===== src/design/alu_pkg.sv =====
// ALU shared definitions
package alu_pkg;

    // ==================================================================
    // Types
    // ==================================================================
    typedef logic [31:0] data_t;     // Operand or result word.
    typedef logic [3:0]  op_code_t;
    typedef logic [1:0]  op_size_t;
    typedef logic [3:0]  cond_t;     // 68k condition field, T = 0 to LE = 15.
    typedef logic [4:0]  ccr_t;      // X N Z V C.
    typedef logic [1:0]  credit_t;

    // ==================================================================
    // Operation codes
    // ==================================================================
    // Integer arithmetic.
    localparam op_code_t OP_ADD  = 4'd0;
    localparam op_code_t OP_ADDX = 4'd1;
    localparam op_code_t OP_SUB  = 4'd2;
    localparam op_code_t OP_SUBX = 4'd3;
    localparam op_code_t OP_CMP  = 4'd4;
    localparam op_code_t OP_NEG  = 4'd5;

    // Logic.
    localparam op_code_t OP_AND  = 4'd6;
    localparam op_code_t OP_OR   = 4'd7;
    localparam op_code_t OP_EOR  = 4'd8;
    localparam op_code_t OP_NOT  = 4'd9;

    // Packed BCD, byte only.
    localparam op_code_t OP_ABCD = 4'd10;
    localparam op_code_t OP_SBCD = 4'd11;

    localparam op_code_t OP_MOVE = 4'd12;  // Flags as for TST.
    localparam op_code_t OP_SCC  = 4'd13;

    // ==================================================================
    // Operand sizes
    // ==================================================================
    // Same encoding as the 68k size field.
    localparam op_size_t SIZE_BYTE = 2'b00;
    localparam op_size_t SIZE_WORD = 2'b01;
    localparam op_size_t SIZE_LONG = 2'b10;

    // Bit positions inside ccr_t.
    localparam int CCR_X = 4;
    localparam int CCR_N = 3;
    localparam int CCR_Z = 2;
    localparam int CCR_V = 1;
    localparam int CCR_C = 0;

    // ==================================================================
    // Constants
    // ==================================================================
    // Largest legal BCD digit, and the nibble adjust above it.
    localparam logic [4:0] BCD_DIGIT_MAX  = 5'd9;
    localparam logic [3:0] BCD_CORRECTION = 4'd6;

    // Result slots owned by the consumer after reset.
    localparam credit_t CREDIT_MAX = 2'd2;

endpackage


===== src/design/alu_commit_if.sv =====
// Execute to result commit bus
`timescale 1ns/1ps

interface alu_commit_if;
    import alu_pkg::*;

    logic  commit_valid;
    data_t data;        // Sized, zero above the op size.
    ccr_t  flags;
    ccr_t  flag_mask;   // Set bits are written into the CCR.

    modport exe (
        output commit_valid, data, flags, flag_mask
    );

    modport res (
        input commit_valid, data, flags, flag_mask
    );

endinterface


===== src/design/alu_issue_if.sv =====
// Decode to execute op bus
`timescale 1ns/1ps

interface alu_issue_if;
    import alu_pkg::*;

    logic     issue_valid;  // One cycle per accepted op.
    op_code_t code;
    op_size_t size;
    data_t    src;          // Holds the condition field in bits 3:0 for Scc.
    data_t    dst;

    modport dec (
        output issue_valid, code, size, src, dst
    );

    modport exe (
        input issue_valid, code, size, src, dst
    );

endinterface


===== src/design/alu_core.sv =====
// ALU pipeline top level
`timescale 1ns/1ps

module alu_core (
    input  logic              CLK,
    input  logic              rst_n,
    input  logic              op_valid,
    input  alu_pkg::op_code_t op_code,
    input  alu_pkg::op_size_t op_size,
    input  alu_pkg::data_t    op_src,
    input  alu_pkg::data_t    op_dst,
    input  alu_pkg::cond_t    op_cond,
    input  logic              result_credit,
    output logic              op_ready,
    output logic              result_valid,
    output alu_pkg::data_t    result_data,
    output alu_pkg::ccr_t     ccr
);

    alu_issue_if  issue_bus ();
    alu_commit_if commit_bus ();

    // Accept, count credits, register the op.
    alu_decode u_decode (
        .CLK           (CLK),
        .rst_n         (rst_n),
        .op_valid      (op_valid),
        .op_code       (op_code),
        .op_size       (op_size),
        .op_src        (op_src),
        .op_dst        (op_dst),
        .op_cond       (op_cond),
        .result_credit (result_credit),
        .op_ready      (op_ready),
        .issue         (issue_bus.dec)
    );

    // Combinational. Reads the CCR of the previous op.
    alu_execute u_execute (
        .issue  (issue_bus.exe),
        .ccr    (ccr),
        .commit (commit_bus.exe)
    );

    alu_result u_result (
        .CLK          (CLK),
        .rst_n        (rst_n),
        .commit       (commit_bus.res),
        .result_valid (result_valid),
        .result_data  (result_data),
        .ccr          (ccr)
    );

endmodule


===== src/design/alu_decode.sv =====
// ALU decode stage
`timescale 1ns/1ps

module alu_decode (
    input  logic              CLK,
    input  logic              rst_n,
    input  logic              op_valid,
    input  alu_pkg::op_code_t op_code,
    input  alu_pkg::op_size_t op_size,
    input  alu_pkg::data_t    op_src,
    input  alu_pkg::data_t    op_dst,
    input  alu_pkg::cond_t    op_cond,
    input  logic              result_credit,
    output logic              op_ready,
    alu_issue_if.dec          issue
);
    import alu_pkg::*;

    credit_t credit_cnt;  // Free result slots at the consumer.
    logic    accept;

    // ==================================================================
    // Credit counter
    // ==================================================================
    assign op_ready = (credit_cnt != '0);
    assign accept   = op_valid && op_ready;

    always_ff @(posedge CLK or negedge rst_n) begin : credit_count
        if (!rst_n) begin
            credit_cnt <= CREDIT_MAX;
        end else begin
            // Accept and return in one cycle cancel out.
            case ({accept, result_credit})
                2'b10:   credit_cnt <= credit_cnt - 1'b1;
                2'b01:   credit_cnt <= credit_cnt + 1'b1;
                default: credit_cnt <= credit_cnt;
            endcase
        end
    end

    // ==================================================================
    // Issue register
    // ==================================================================
    always_ff @(posedge CLK or negedge rst_n) begin : issue_strobe
        if (!rst_n) begin
            issue.issue_valid <= 1'b0;
        end else begin
            issue.issue_valid <= accept;  // Low when nothing accepted.
        end
    end

    // Op payload, loaded only on acceptance.
    always_ff @(posedge CLK) begin : issue_payload
        if (accept) begin
            issue.code <= op_code;
            issue.size <= op_size;
            issue.dst  <= op_dst;
            if (op_code == OP_SCC) begin
                issue.src <= data_t'(op_cond);  // Condition rides in src.
            end else begin
                issue.src <= op_src;
            end
        end
    end

endmodule


===== src/design/alu_execute.sv =====
// ALU execute datapath
`timescale 1ns/1ps

module alu_execute (
    alu_issue_if.exe      issue,
    input  alu_pkg::ccr_t ccr,
    alu_commit_if.exe     commit
);
    import alu_pkg::*;

    data_t       size_mask;
    data_t       src_sx;
    data_t       dst_sx;
    data_t       src_m;
    data_t       dst_m;
    data_t       result;
    data_t       res_sx;
    logic        res_zero;
    logic [32:0] arith_raw;
    logic        arith_carry;
    logic        arith_ovf;
    logic [7:0]  bcd_result;
    logic        bcd_carry;
    cond_t       scc_cond;
    logic        cond_true;
    ccr_t        new_flags;
    ccr_t        new_mask;

    function automatic data_t sign_ext(input data_t d, input op_size_t s);
        case (s)
            SIZE_BYTE: return {{24{d[7]}}, d[7:0]};
            SIZE_WORD: return {{16{d[15]}}, d[15:0]};
            default:   return d;
        endcase
    endfunction

    // One BCD digit. Returns {carry or borrow, digit}.
    function automatic logic [4:0] bcd_digit(input logic [3:0] a, input logic [3:0] b,
                                             input logic cin, input logic sub);
        logic [4:0] raw;
        logic       adj;
        raw = sub ? ({1'b0, a} - {1'b0, b} - {4'b0, cin})
                  : ({1'b0, a} + {1'b0, b} + {4'b0, cin});
        adj = (raw > BCD_DIGIT_MAX);
        if (!adj) return {1'b0, raw[3:0]};
        return {1'b1, sub ? raw[3:0] - BCD_CORRECTION : raw[3:0] + BCD_CORRECTION};
    endfunction

    // ==================================================================
    // Operand sizing
    // ==================================================================
    always_comb begin : sizing
        case (issue.size)
            SIZE_BYTE: size_mask = 32'h0000_00FF;
            SIZE_WORD: size_mask = 32'h0000_FFFF;
            default:   size_mask = 32'hFFFF_FFFF;
        endcase
    end

    assign src_sx = sign_ext(issue.src, issue.size);
    assign dst_sx = sign_ext(issue.dst, issue.size);
    assign src_m  = src_sx & size_mask;
    assign dst_m  = dst_sx & size_mask;

    // ==================================================================
    // Integer arithmetic
    // ==================================================================
    always_comb begin : arith
        logic        x_in;
        logic        is_sub;
        logic [32:0] a;
        logic [32:0] b;
        logic        a_msb;
        logic        b_msb;
        x_in   = (issue.code == OP_ADDX || issue.code == OP_SUBX) ? ccr[CCR_X] : 1'b0;
        is_sub = issue.code inside {OP_SUB, OP_SUBX, OP_CMP, OP_NEG};
        a      = (issue.code == OP_NEG) ? 33'd0 : {1'b0, dst_m};  // NEG is 0 - dst.
        b      = (issue.code == OP_NEG) ? {1'b0, dst_m} : {1'b0, src_m};
        a_msb  = (issue.code == OP_NEG) ? 1'b0 : dst_sx[31];
        b_msb  = (issue.code == OP_NEG) ? dst_sx[31] : src_sx[31];
        arith_raw = is_sub ? (a - b - {32'd0, x_in}) : (a + b + {32'd0, x_in});
        case (issue.size)
            SIZE_BYTE: arith_carry = arith_raw[8];
            SIZE_WORD: arith_carry = arith_raw[16];
            default:   arith_carry = arith_raw[32];
        endcase
        // Signed overflow from the operand and result signs.
        arith_ovf = (is_sub ? (a_msb != b_msb) : (a_msb == b_msb)) && (res_sx[31] != a_msb);
    end

    // BCD, digit by digit with the decimal carry chained.
    always_comb begin : bcd_op
        logic [4:0] lo;
        logic [4:0] hi;
        lo = bcd_digit(dst_m[3:0], src_m[3:0], ccr[CCR_X], issue.code == OP_SBCD);
        hi = bcd_digit(dst_m[7:4], src_m[7:4], lo[4], issue.code == OP_SBCD);
        bcd_result = {hi[3:0], lo[3:0]};
        bcd_carry  = hi[4];
    end

    // ==================================================================
    // Condition tests for Scc
    // ==================================================================
    assign scc_cond = cond_t'(issue.src[3:0]);

    always_comb begin : cond_eval
        logic nv;
        nv = ccr[CCR_N] ^ ccr[CCR_V];
        case (scc_cond)
            4'h0: cond_true = 1'b1;                     // T.
            4'h1: cond_true = 1'b0;                     // F.
            4'h2: cond_true = !(ccr[CCR_Z] | ccr[CCR_C]);  // HI.
            4'h3: cond_true = ccr[CCR_Z] | ccr[CCR_C];  // LS.
            4'h4: cond_true = !ccr[CCR_C];
            4'h5: cond_true = ccr[CCR_C];
            4'h6: cond_true = !ccr[CCR_Z];
            4'h7: cond_true = ccr[CCR_Z];
            4'h8: cond_true = !ccr[CCR_V];
            4'h9: cond_true = ccr[CCR_V];
            4'hA: cond_true = !ccr[CCR_N];              // PL.
            4'hB: cond_true = ccr[CCR_N];               // MI.
            4'hC: cond_true = !nv;                      // GE.
            4'hD: cond_true = nv;                       // LT.
            4'hE: cond_true = !ccr[CCR_Z] && !nv;       // GT.
            default: cond_true = ccr[CCR_Z] || nv;      // LE.
        endcase
    end

    // ==================================================================
    // Result select and flags
    // ==================================================================
    always_comb begin : result_mux
        case (issue.code)
            OP_AND:           result = dst_m & src_m;
            OP_OR:            result = dst_m | src_m;
            OP_EOR:           result = dst_m ^ src_m;
            OP_NOT:           result = ~dst_m & size_mask;
            OP_MOVE:          result = src_m;
            OP_ABCD, OP_SBCD: result = {24'd0, bcd_result};
            OP_SCC:           result = cond_true ? size_mask : '0;
            default:          result = arith_raw[31:0] & size_mask;
        endcase
    end

    assign res_sx   = sign_ext(result, issue.size);
    assign res_zero = (result == '0);

    always_comb begin : flag_gen
        new_flags = ccr;
        new_mask  = '0;
        case (issue.code)
            OP_ADD, OP_ADDX, OP_SUB, OP_SUBX, OP_CMP, OP_NEG: begin
                new_flags[CCR_X] = arith_carry;
                new_flags[CCR_N] = res_sx[31];
                new_flags[CCR_V] = arith_ovf;
                new_flags[CCR_C] = arith_carry;
                // Extended ops only ever clear Z.
                if (issue.code == OP_ADDX || issue.code == OP_SUBX) begin
                    new_flags[CCR_Z] = res_zero & ccr[CCR_Z];
                end else begin
                    new_flags[CCR_Z] = res_zero;
                end
                new_mask         = '1;
                new_mask[CCR_X]  = (issue.code != OP_CMP);
            end
            OP_AND, OP_OR, OP_EOR, OP_NOT, OP_MOVE: begin
                new_flags[CCR_N] = res_sx[31];
                new_flags[CCR_Z] = res_zero;
                new_flags[CCR_V] = 1'b0;
                new_flags[CCR_C] = 1'b0;
                new_mask         = '1;
                new_mask[CCR_X]  = 1'b0;   // X held.
            end
            OP_ABCD, OP_SBCD: begin
                new_flags[CCR_X] = bcd_carry;
                new_flags[CCR_Z] = res_zero & ccr[CCR_Z];
                new_flags[CCR_C] = bcd_carry;
                new_mask[CCR_X]  = 1'b1;
                new_mask[CCR_Z]  = 1'b1;
                new_mask[CCR_C]  = 1'b1;
            end
            default: new_mask = '0;  // Scc leaves the CCR alone.
        endcase
    end

    assign commit.commit_valid = issue.issue_valid;
    assign commit.data         = result;
    assign commit.flags        = new_flags;
    assign commit.flag_mask    = new_mask;

endmodule


===== src/design/alu_result.sv =====
// ALU result stage
`timescale 1ns/1ps

module alu_result (
    input  logic           CLK,
    input  logic           rst_n,
    alu_commit_if.res      commit,
    output logic           result_valid,
    output alu_pkg::data_t result_data,
    output alu_pkg::ccr_t  ccr
);

    // One-cycle strobe, one edge after issue.
    always_ff @(posedge CLK or negedge rst_n) begin : valid_strobe
        if (!rst_n) begin
            result_valid <= 1'b0;
        end else begin
            result_valid <= commit.commit_valid;
        end
    end

    // Result word and condition codes move together.
    always_ff @(posedge CLK or negedge rst_n) begin : result_regs
        if (!rst_n) begin
            result_data <= '0;
            ccr         <= '0;
        end else if (commit.commit_valid) begin
            result_data <= commit.data;
            // Only the bits the op owns change.
            ccr <= (ccr & ~commit.flag_mask) | (commit.flags & commit.flag_mask);
        end
    end

endmodule


===== config.mk =====
export PLATFORM = sky130hd
export DESIGN_NAME = alu_core
export DESIGN_NICKNAME = d
export VERILOG_FILES = /design/src/design/alu_pkg.sv /design/src/design/alu_commit_if.sv /design/src/design/alu_issue_if.sv /design/src/design/alu_core.sv /design/src/design/alu_decode.sv /design/src/design/alu_execute.sv /design/src/design/alu_result.sv
export SDC_FILE = /design/constraint.sdc
export NUM_CORES = 1
export LEC_CHECK = 0
export ABC_AREA = 1
export BUFFER_PORTS_ARGS = -buffer_cell sky130_fd_sc_hd__clkbuf_2
export CAP_MARGIN = 30
export CELL_PAD_IN_SITES_DETAIL_PLACEMENT = 1
export CELL_PAD_IN_SITES_GLOBAL_PLACEMENT = 1
export CORE_UTILIZATION = 40
export DETAILED_ROUTE_END_ITERATION = 6
export GPL_TIMING_DRIVEN = 0
export PLACE_DENSITY = 0.82
export SYNTH_ARGS = -nofsm -noshare
export SYNTH_HDL_FRONTEND = slang
export SYNTH_SLANG_ARGS = --single-unit

===== constraint.sdc =====
create_clock -name CLK -period 4.25 [get_ports CLK]
set_input_delay 1.275 -clock CLK [delete_from_list [all_inputs] [get_ports CLK]]
set_output_delay 1.275 -clock CLK [all_outputs]
set_load 0.01 [all_outputs]

== Word-level counts from Yosys, hierarchy flattened ==
Index checks and enable logic that the tools add are counted.
Word-level totals
  register bits after elaboration: 111
  output and inout bits: 39
  logic and storage cells: 135
Operators by class
  $add $sub $neg: 18
  magnitude comparators: 2
  equal/unequal tests: 35
  muxes and demuxes: 32
  bitwise gates (word level): 15
  reductions and logical operators: 23
Operator list (number)
  case mux 32 bit (2 select lines): 4
  case mux 32 bit (7 select lines): 1
  AND 32 bit: 5
  two-way mux 32 bit: 3
  equality test 4 bit (second input constant): 14
  adder 33 x 1 -> 33 bit: 1
  adder 33 bit: 1
  two-way mux 33 bit: 1
  subtractor 33 x 1 -> 33 bit: 1
  subtractor 33 bit: 1
  equality test 4 x 3 -> 1 bit (second input constant): 8
  zero test 32 bit: 1
  NOT 32 bit: 1
  bitwise OR 32 bit: 1
  XOR 32 bit: 1
  two-way mux 5 bit: 4
  equality test 4 x 2 -> 1 bit (second input constant): 4
  case mux 1 bit (15 select lines): 1
  OR reduction 13 bit: 1
  two-way mux 4 bit: 3
  OR reduction 11 bit: 1
  adder 4 x 4 -> 5 bit: 2
  adder 5 x 1 -> 5 bit: 2
  AND 5 bit: 2
  32 further kinds: 61

== Depth between registers and ports, before layout ==
  depth in word-level cells: 21
  mapped depth: 36
  depth with buffers taken out: 36

== Cells and area by module ==
From an unflattened synthesis, not the netlist that was laid out.
Unflattened totals
  cells, all modules: 2340
  area total of the unflattened synthesis: 14335.0 um^2
Modules (own cells, without submodules)
  alu_execute: times used 1, cells each 2014, area an instance 10266.1 um^2, seq. area each 0.0 um^2
  alu_decode: times used 1, cells each 164, area an instance 2560.0 um^2, seq. area each 2178.3 um^2
  alu_result: times used 1, cells each 162, area an instance 1508.9 um^2, seq. area each 950.9 um^2

== Least setup slack after synthesis ==
No wires, ideal clock.
  kind: register -> register
  start point: register (tool-made name)
  end point: register (tool-made name)
  arrival time: 4.374 ns
  data required time: 4.185 ns
  setup slack: -0.189 ns
  cell stages (with the launch flop): 26
  buffers on the path: 0
  clock period less this slack: 4.439 ns
  path through: dfrtp_1 > inv_1 > fa_1 > fa_1 > xor2_1 > o21ai_1 > nor2_1 > nand2_1 > nand2_2 > fa_1 > fa_1 > xor2_1 > nand2_1 > nand2_1 > fa_1 > xor2_1 > nand2_1 > a21oi_2 > nand2_1 > nor2_1 > nand2_1 > nor2_1 > nand2_1 > nor2_1 > nand3_1 > nand2_1

==> results.md <==
- DR WL/cell: 21.3 µm
- Buffers on Ports: 116
- Die height: 188 µm
- Commonest cells post-synth: nand2_1, inv_1, nor2_1
- CP bufs+invs: 19
- Top delay family on crit path: buffers and inverters
- Yosys top cell by area: nand2_1
- Fin crit period: 5.11 ns
- GP Congestion: 0.948
- #FFs+latches synth: 111
- Largest net degree at the start of global routing: 72
- Synthesized area per cell: 6.24 µm²
- Post-DP HPWL: 47400 µm
- R2R setup slack: -0.86 ns
- Status: finished with violations
- Max Fclk: 196 MHz
- VDD IR max: 0.000458 V
- Crit path max fanout: 4
- Core area: 33800 µm²
- Final Setup Violations: 6
- Slew Limit Headroom: 0.369
- FFs w/ async S/R, synth: 0.369
- Hold Crit Class: register to register
- Post-Syn Area: 13800 µm²
- First-pass GRT wire length: 90100 µm
- Die area: 35400 µm²
- Via density: 5.59
- Levels on crit path: 31
- Row cnt: 67
- R2R cell count: 31
- Hold_ws: 0.382 ns
- Post-Synthesis Net Count: 2475
- Failing checks: setup timing
- Final Cycle Share: 1.20
- Setup WS post-layout: -0.858 ns
- Top-count cell post-synth: nand2_1
- Area Growth Syn to Fin: 22.0%
- Worst-path clk slew: 0.08 ns
- CTS Root Cell: clkbuf_16
- Routed wire length: 61200 µm
- CTS sink count: 111
- Post-DRT Antenna Nets: 0
- Most frequent CP cell: buf_4
- Worst-Skew Late Latency: 0.37 ns
- Max Cap Violations: 0
- Critical path class: register to register
- Critical Path End Type: register
- Area after DPL: 15000 µm²
- Seq/Total Area, Yosys: 0.226
- Vias in the first global route: 16067
- Worst stage delay on the critical path: 0.50 ns
- Antenna diodes: 0
- TritonCTS buffer count: 9
- H-tree Lvls: 3
- Initial core utilization: 0.410
- CP Data Required Time: 4.56 ns
- Die X: 188 µm
- Main flop type after synthesis: edfxtp_1
- CP startpoint kind: register
- DRC Markers: 0
- Final core occ: 0.500
- Post-synth top area share: 0.182
- Ys Warns: 0
- Total number of vias: 16058
- Drt first pass iters: 5
- PwrDens: 645 nW/µm²
- Worst path slowest cell: edfxtp_1
- First element of the critical path: u_decode.issue.src[0]
- Unique masters post-synth: 47
- Leakage: 8.97 nW
- Total gr overflow: 0
- Initial antenna violation count: 0
- Max-slew violations: 0
- Mapped Cells: 2217
- Cell area after layout: 16900 µm²
- Iteration-0 DRC Markers: 1211
- WP data arrival: 5.42 ns
- Top cells by area, synth: nand2_1, edfxtp_1, ha_1, inv_1, dfrtp_1
- Unrepaired setup endpoints after global routing: yes
- Tightest Pin Transition: 0.946 ns
- Final Hold Viols: 0
- Clock buffer depth: 2
- Worst Skew: 0.00823 ns
- Nets: 2679
- Post-synth EDFFs: 70
- Layout cells sized above 1: 0.194
- TritonCTS clock tree: built
- Total track usage: 0.330
- Reg-to-reg startpoint: u_decode.issue.src[0]
- IO Count: 117
## state kept, by name (all words and copies together), names as in the netlist, named ones only
name	cells
u_decode.credit_cnt	2
u_result.result_data	32
u_decode.issue.size	2
u_decode.issue.src	32
u_decode.issue.dst	32
u_result.result_valid	1
u_decode.issue.issue_valid	1
u_decode.issue.code	4
## layout make-up
type | instances | area, µm²
buffer | 58 | 377
clock inverter | 7 | 62.6
inverter | 407 | 1540
fill | 4564 | 16900
timing repair buffer | 194 | 1190
clock buffer | 9 | 225
multi-input combinational | 1640 | 9800
sequential | 111 | 3130
tap | 448 | 561
## layout by cell type, fill, tap and decap left out, types with 26 or more instances in the layout
master,netlist,final
nand2_2,9,49
a21oi_1,132,121
o21ai_0,87,57
ha_1,167,116
nor2_1,228,205
edfxtp_1,70,70
nand3_1,178,169
dfrtp_1,40,39
buf_4,1,78
ha_4,0,26
inv_1,402,385
clkbuf_2,0,117
nand2_1,671,625
## metrics by stage
| step | std cells | power [mW] | setup slack, ns | setup TNS, ns |
|---|---|---|---|---|
| final | 2874 | 10.9 | -0.858 | -3.04 |
| after global routing | 2874 | 11.7 | -0.894 | -3.99 |
| after CTS | 2840 | 9.87 | -0.593 | -1.59 |
| after detailed placement | 2782 | 8.40 | -1.67 | -23.31 |
| after global placement | 2781 | 8.15 | -1.51 | -19.13 |
| after floorplan | 2217 | 6.15 | 0.0364 | 0 |
## worst reg2reg max path: cells and delay by family, from the launching register on
family,cells,cell delay [ns]
compound gates,1,0.16
xor+xnor,1,0.26
fa+ha+maj,2,0.80
buf+inv,19,2.29
flops,1,0.50
simple gates,8,1.04
## timing repair
item | 4_1_cts | 5_1_grt
setup buffers | 43 | 34
endpoints found under the setup margin | 32 | 21
hold buffers | 0 | 0
gates resized for setup | 126 | 168
pin swaps | 23 | 49
## logic make-up after synthesis
kind of cell / after synthesis / synth area share
and+or+nand+nor: 1136 / 0.335
buffers and inverters: 466 / 0.131
AOI/OAI and AO/OA: 311 / 0.129
adders and majority gates: 180 / 0.170
DFF: 111 / 0.226
xor gates and xnor gates: 9 / 0.00569
muxes: 4 / 0.00325
## layer usage
layer  part of all wire  global-route usage
met3              0.069              0.0376
met1               0.44               0.448
met4              0.038               0.113
met5                  0                   0
met2               0.45               0.541
## power by group
group	switching (mW)	internal, mW	leakage [nW]
Clock	0.436	0.411	0.144
Sequential	0.267	1.50	1.18
Combinational	5.35	2.92	7.65
Total	6.06	4.83	8.97
## worst min path at each step
stage / cells after the start / startpoint / slack [ns] / to
floorplan: 0 / u_decode.issue.issue_valid / 0.35 / u_result.result_valid
global placement: 0 / u_decode.issue.issue_valid / 0.37 / u_result.result_valid
detailed placement: 0 / u_decode.issue.issue_valid / 0.36 / u_result.result_valid
CTS: 0 / u_decode.issue.issue_valid / 0.39 / u_result.result_valid
global route: 0 / u_decode.issue.issue_valid / 0.41 / u_result.result_valid
finish: 0 / u_decode.issue.issue_valid / 0.38 / u_result.result_valid
Power figures use the tool's default switching activity.
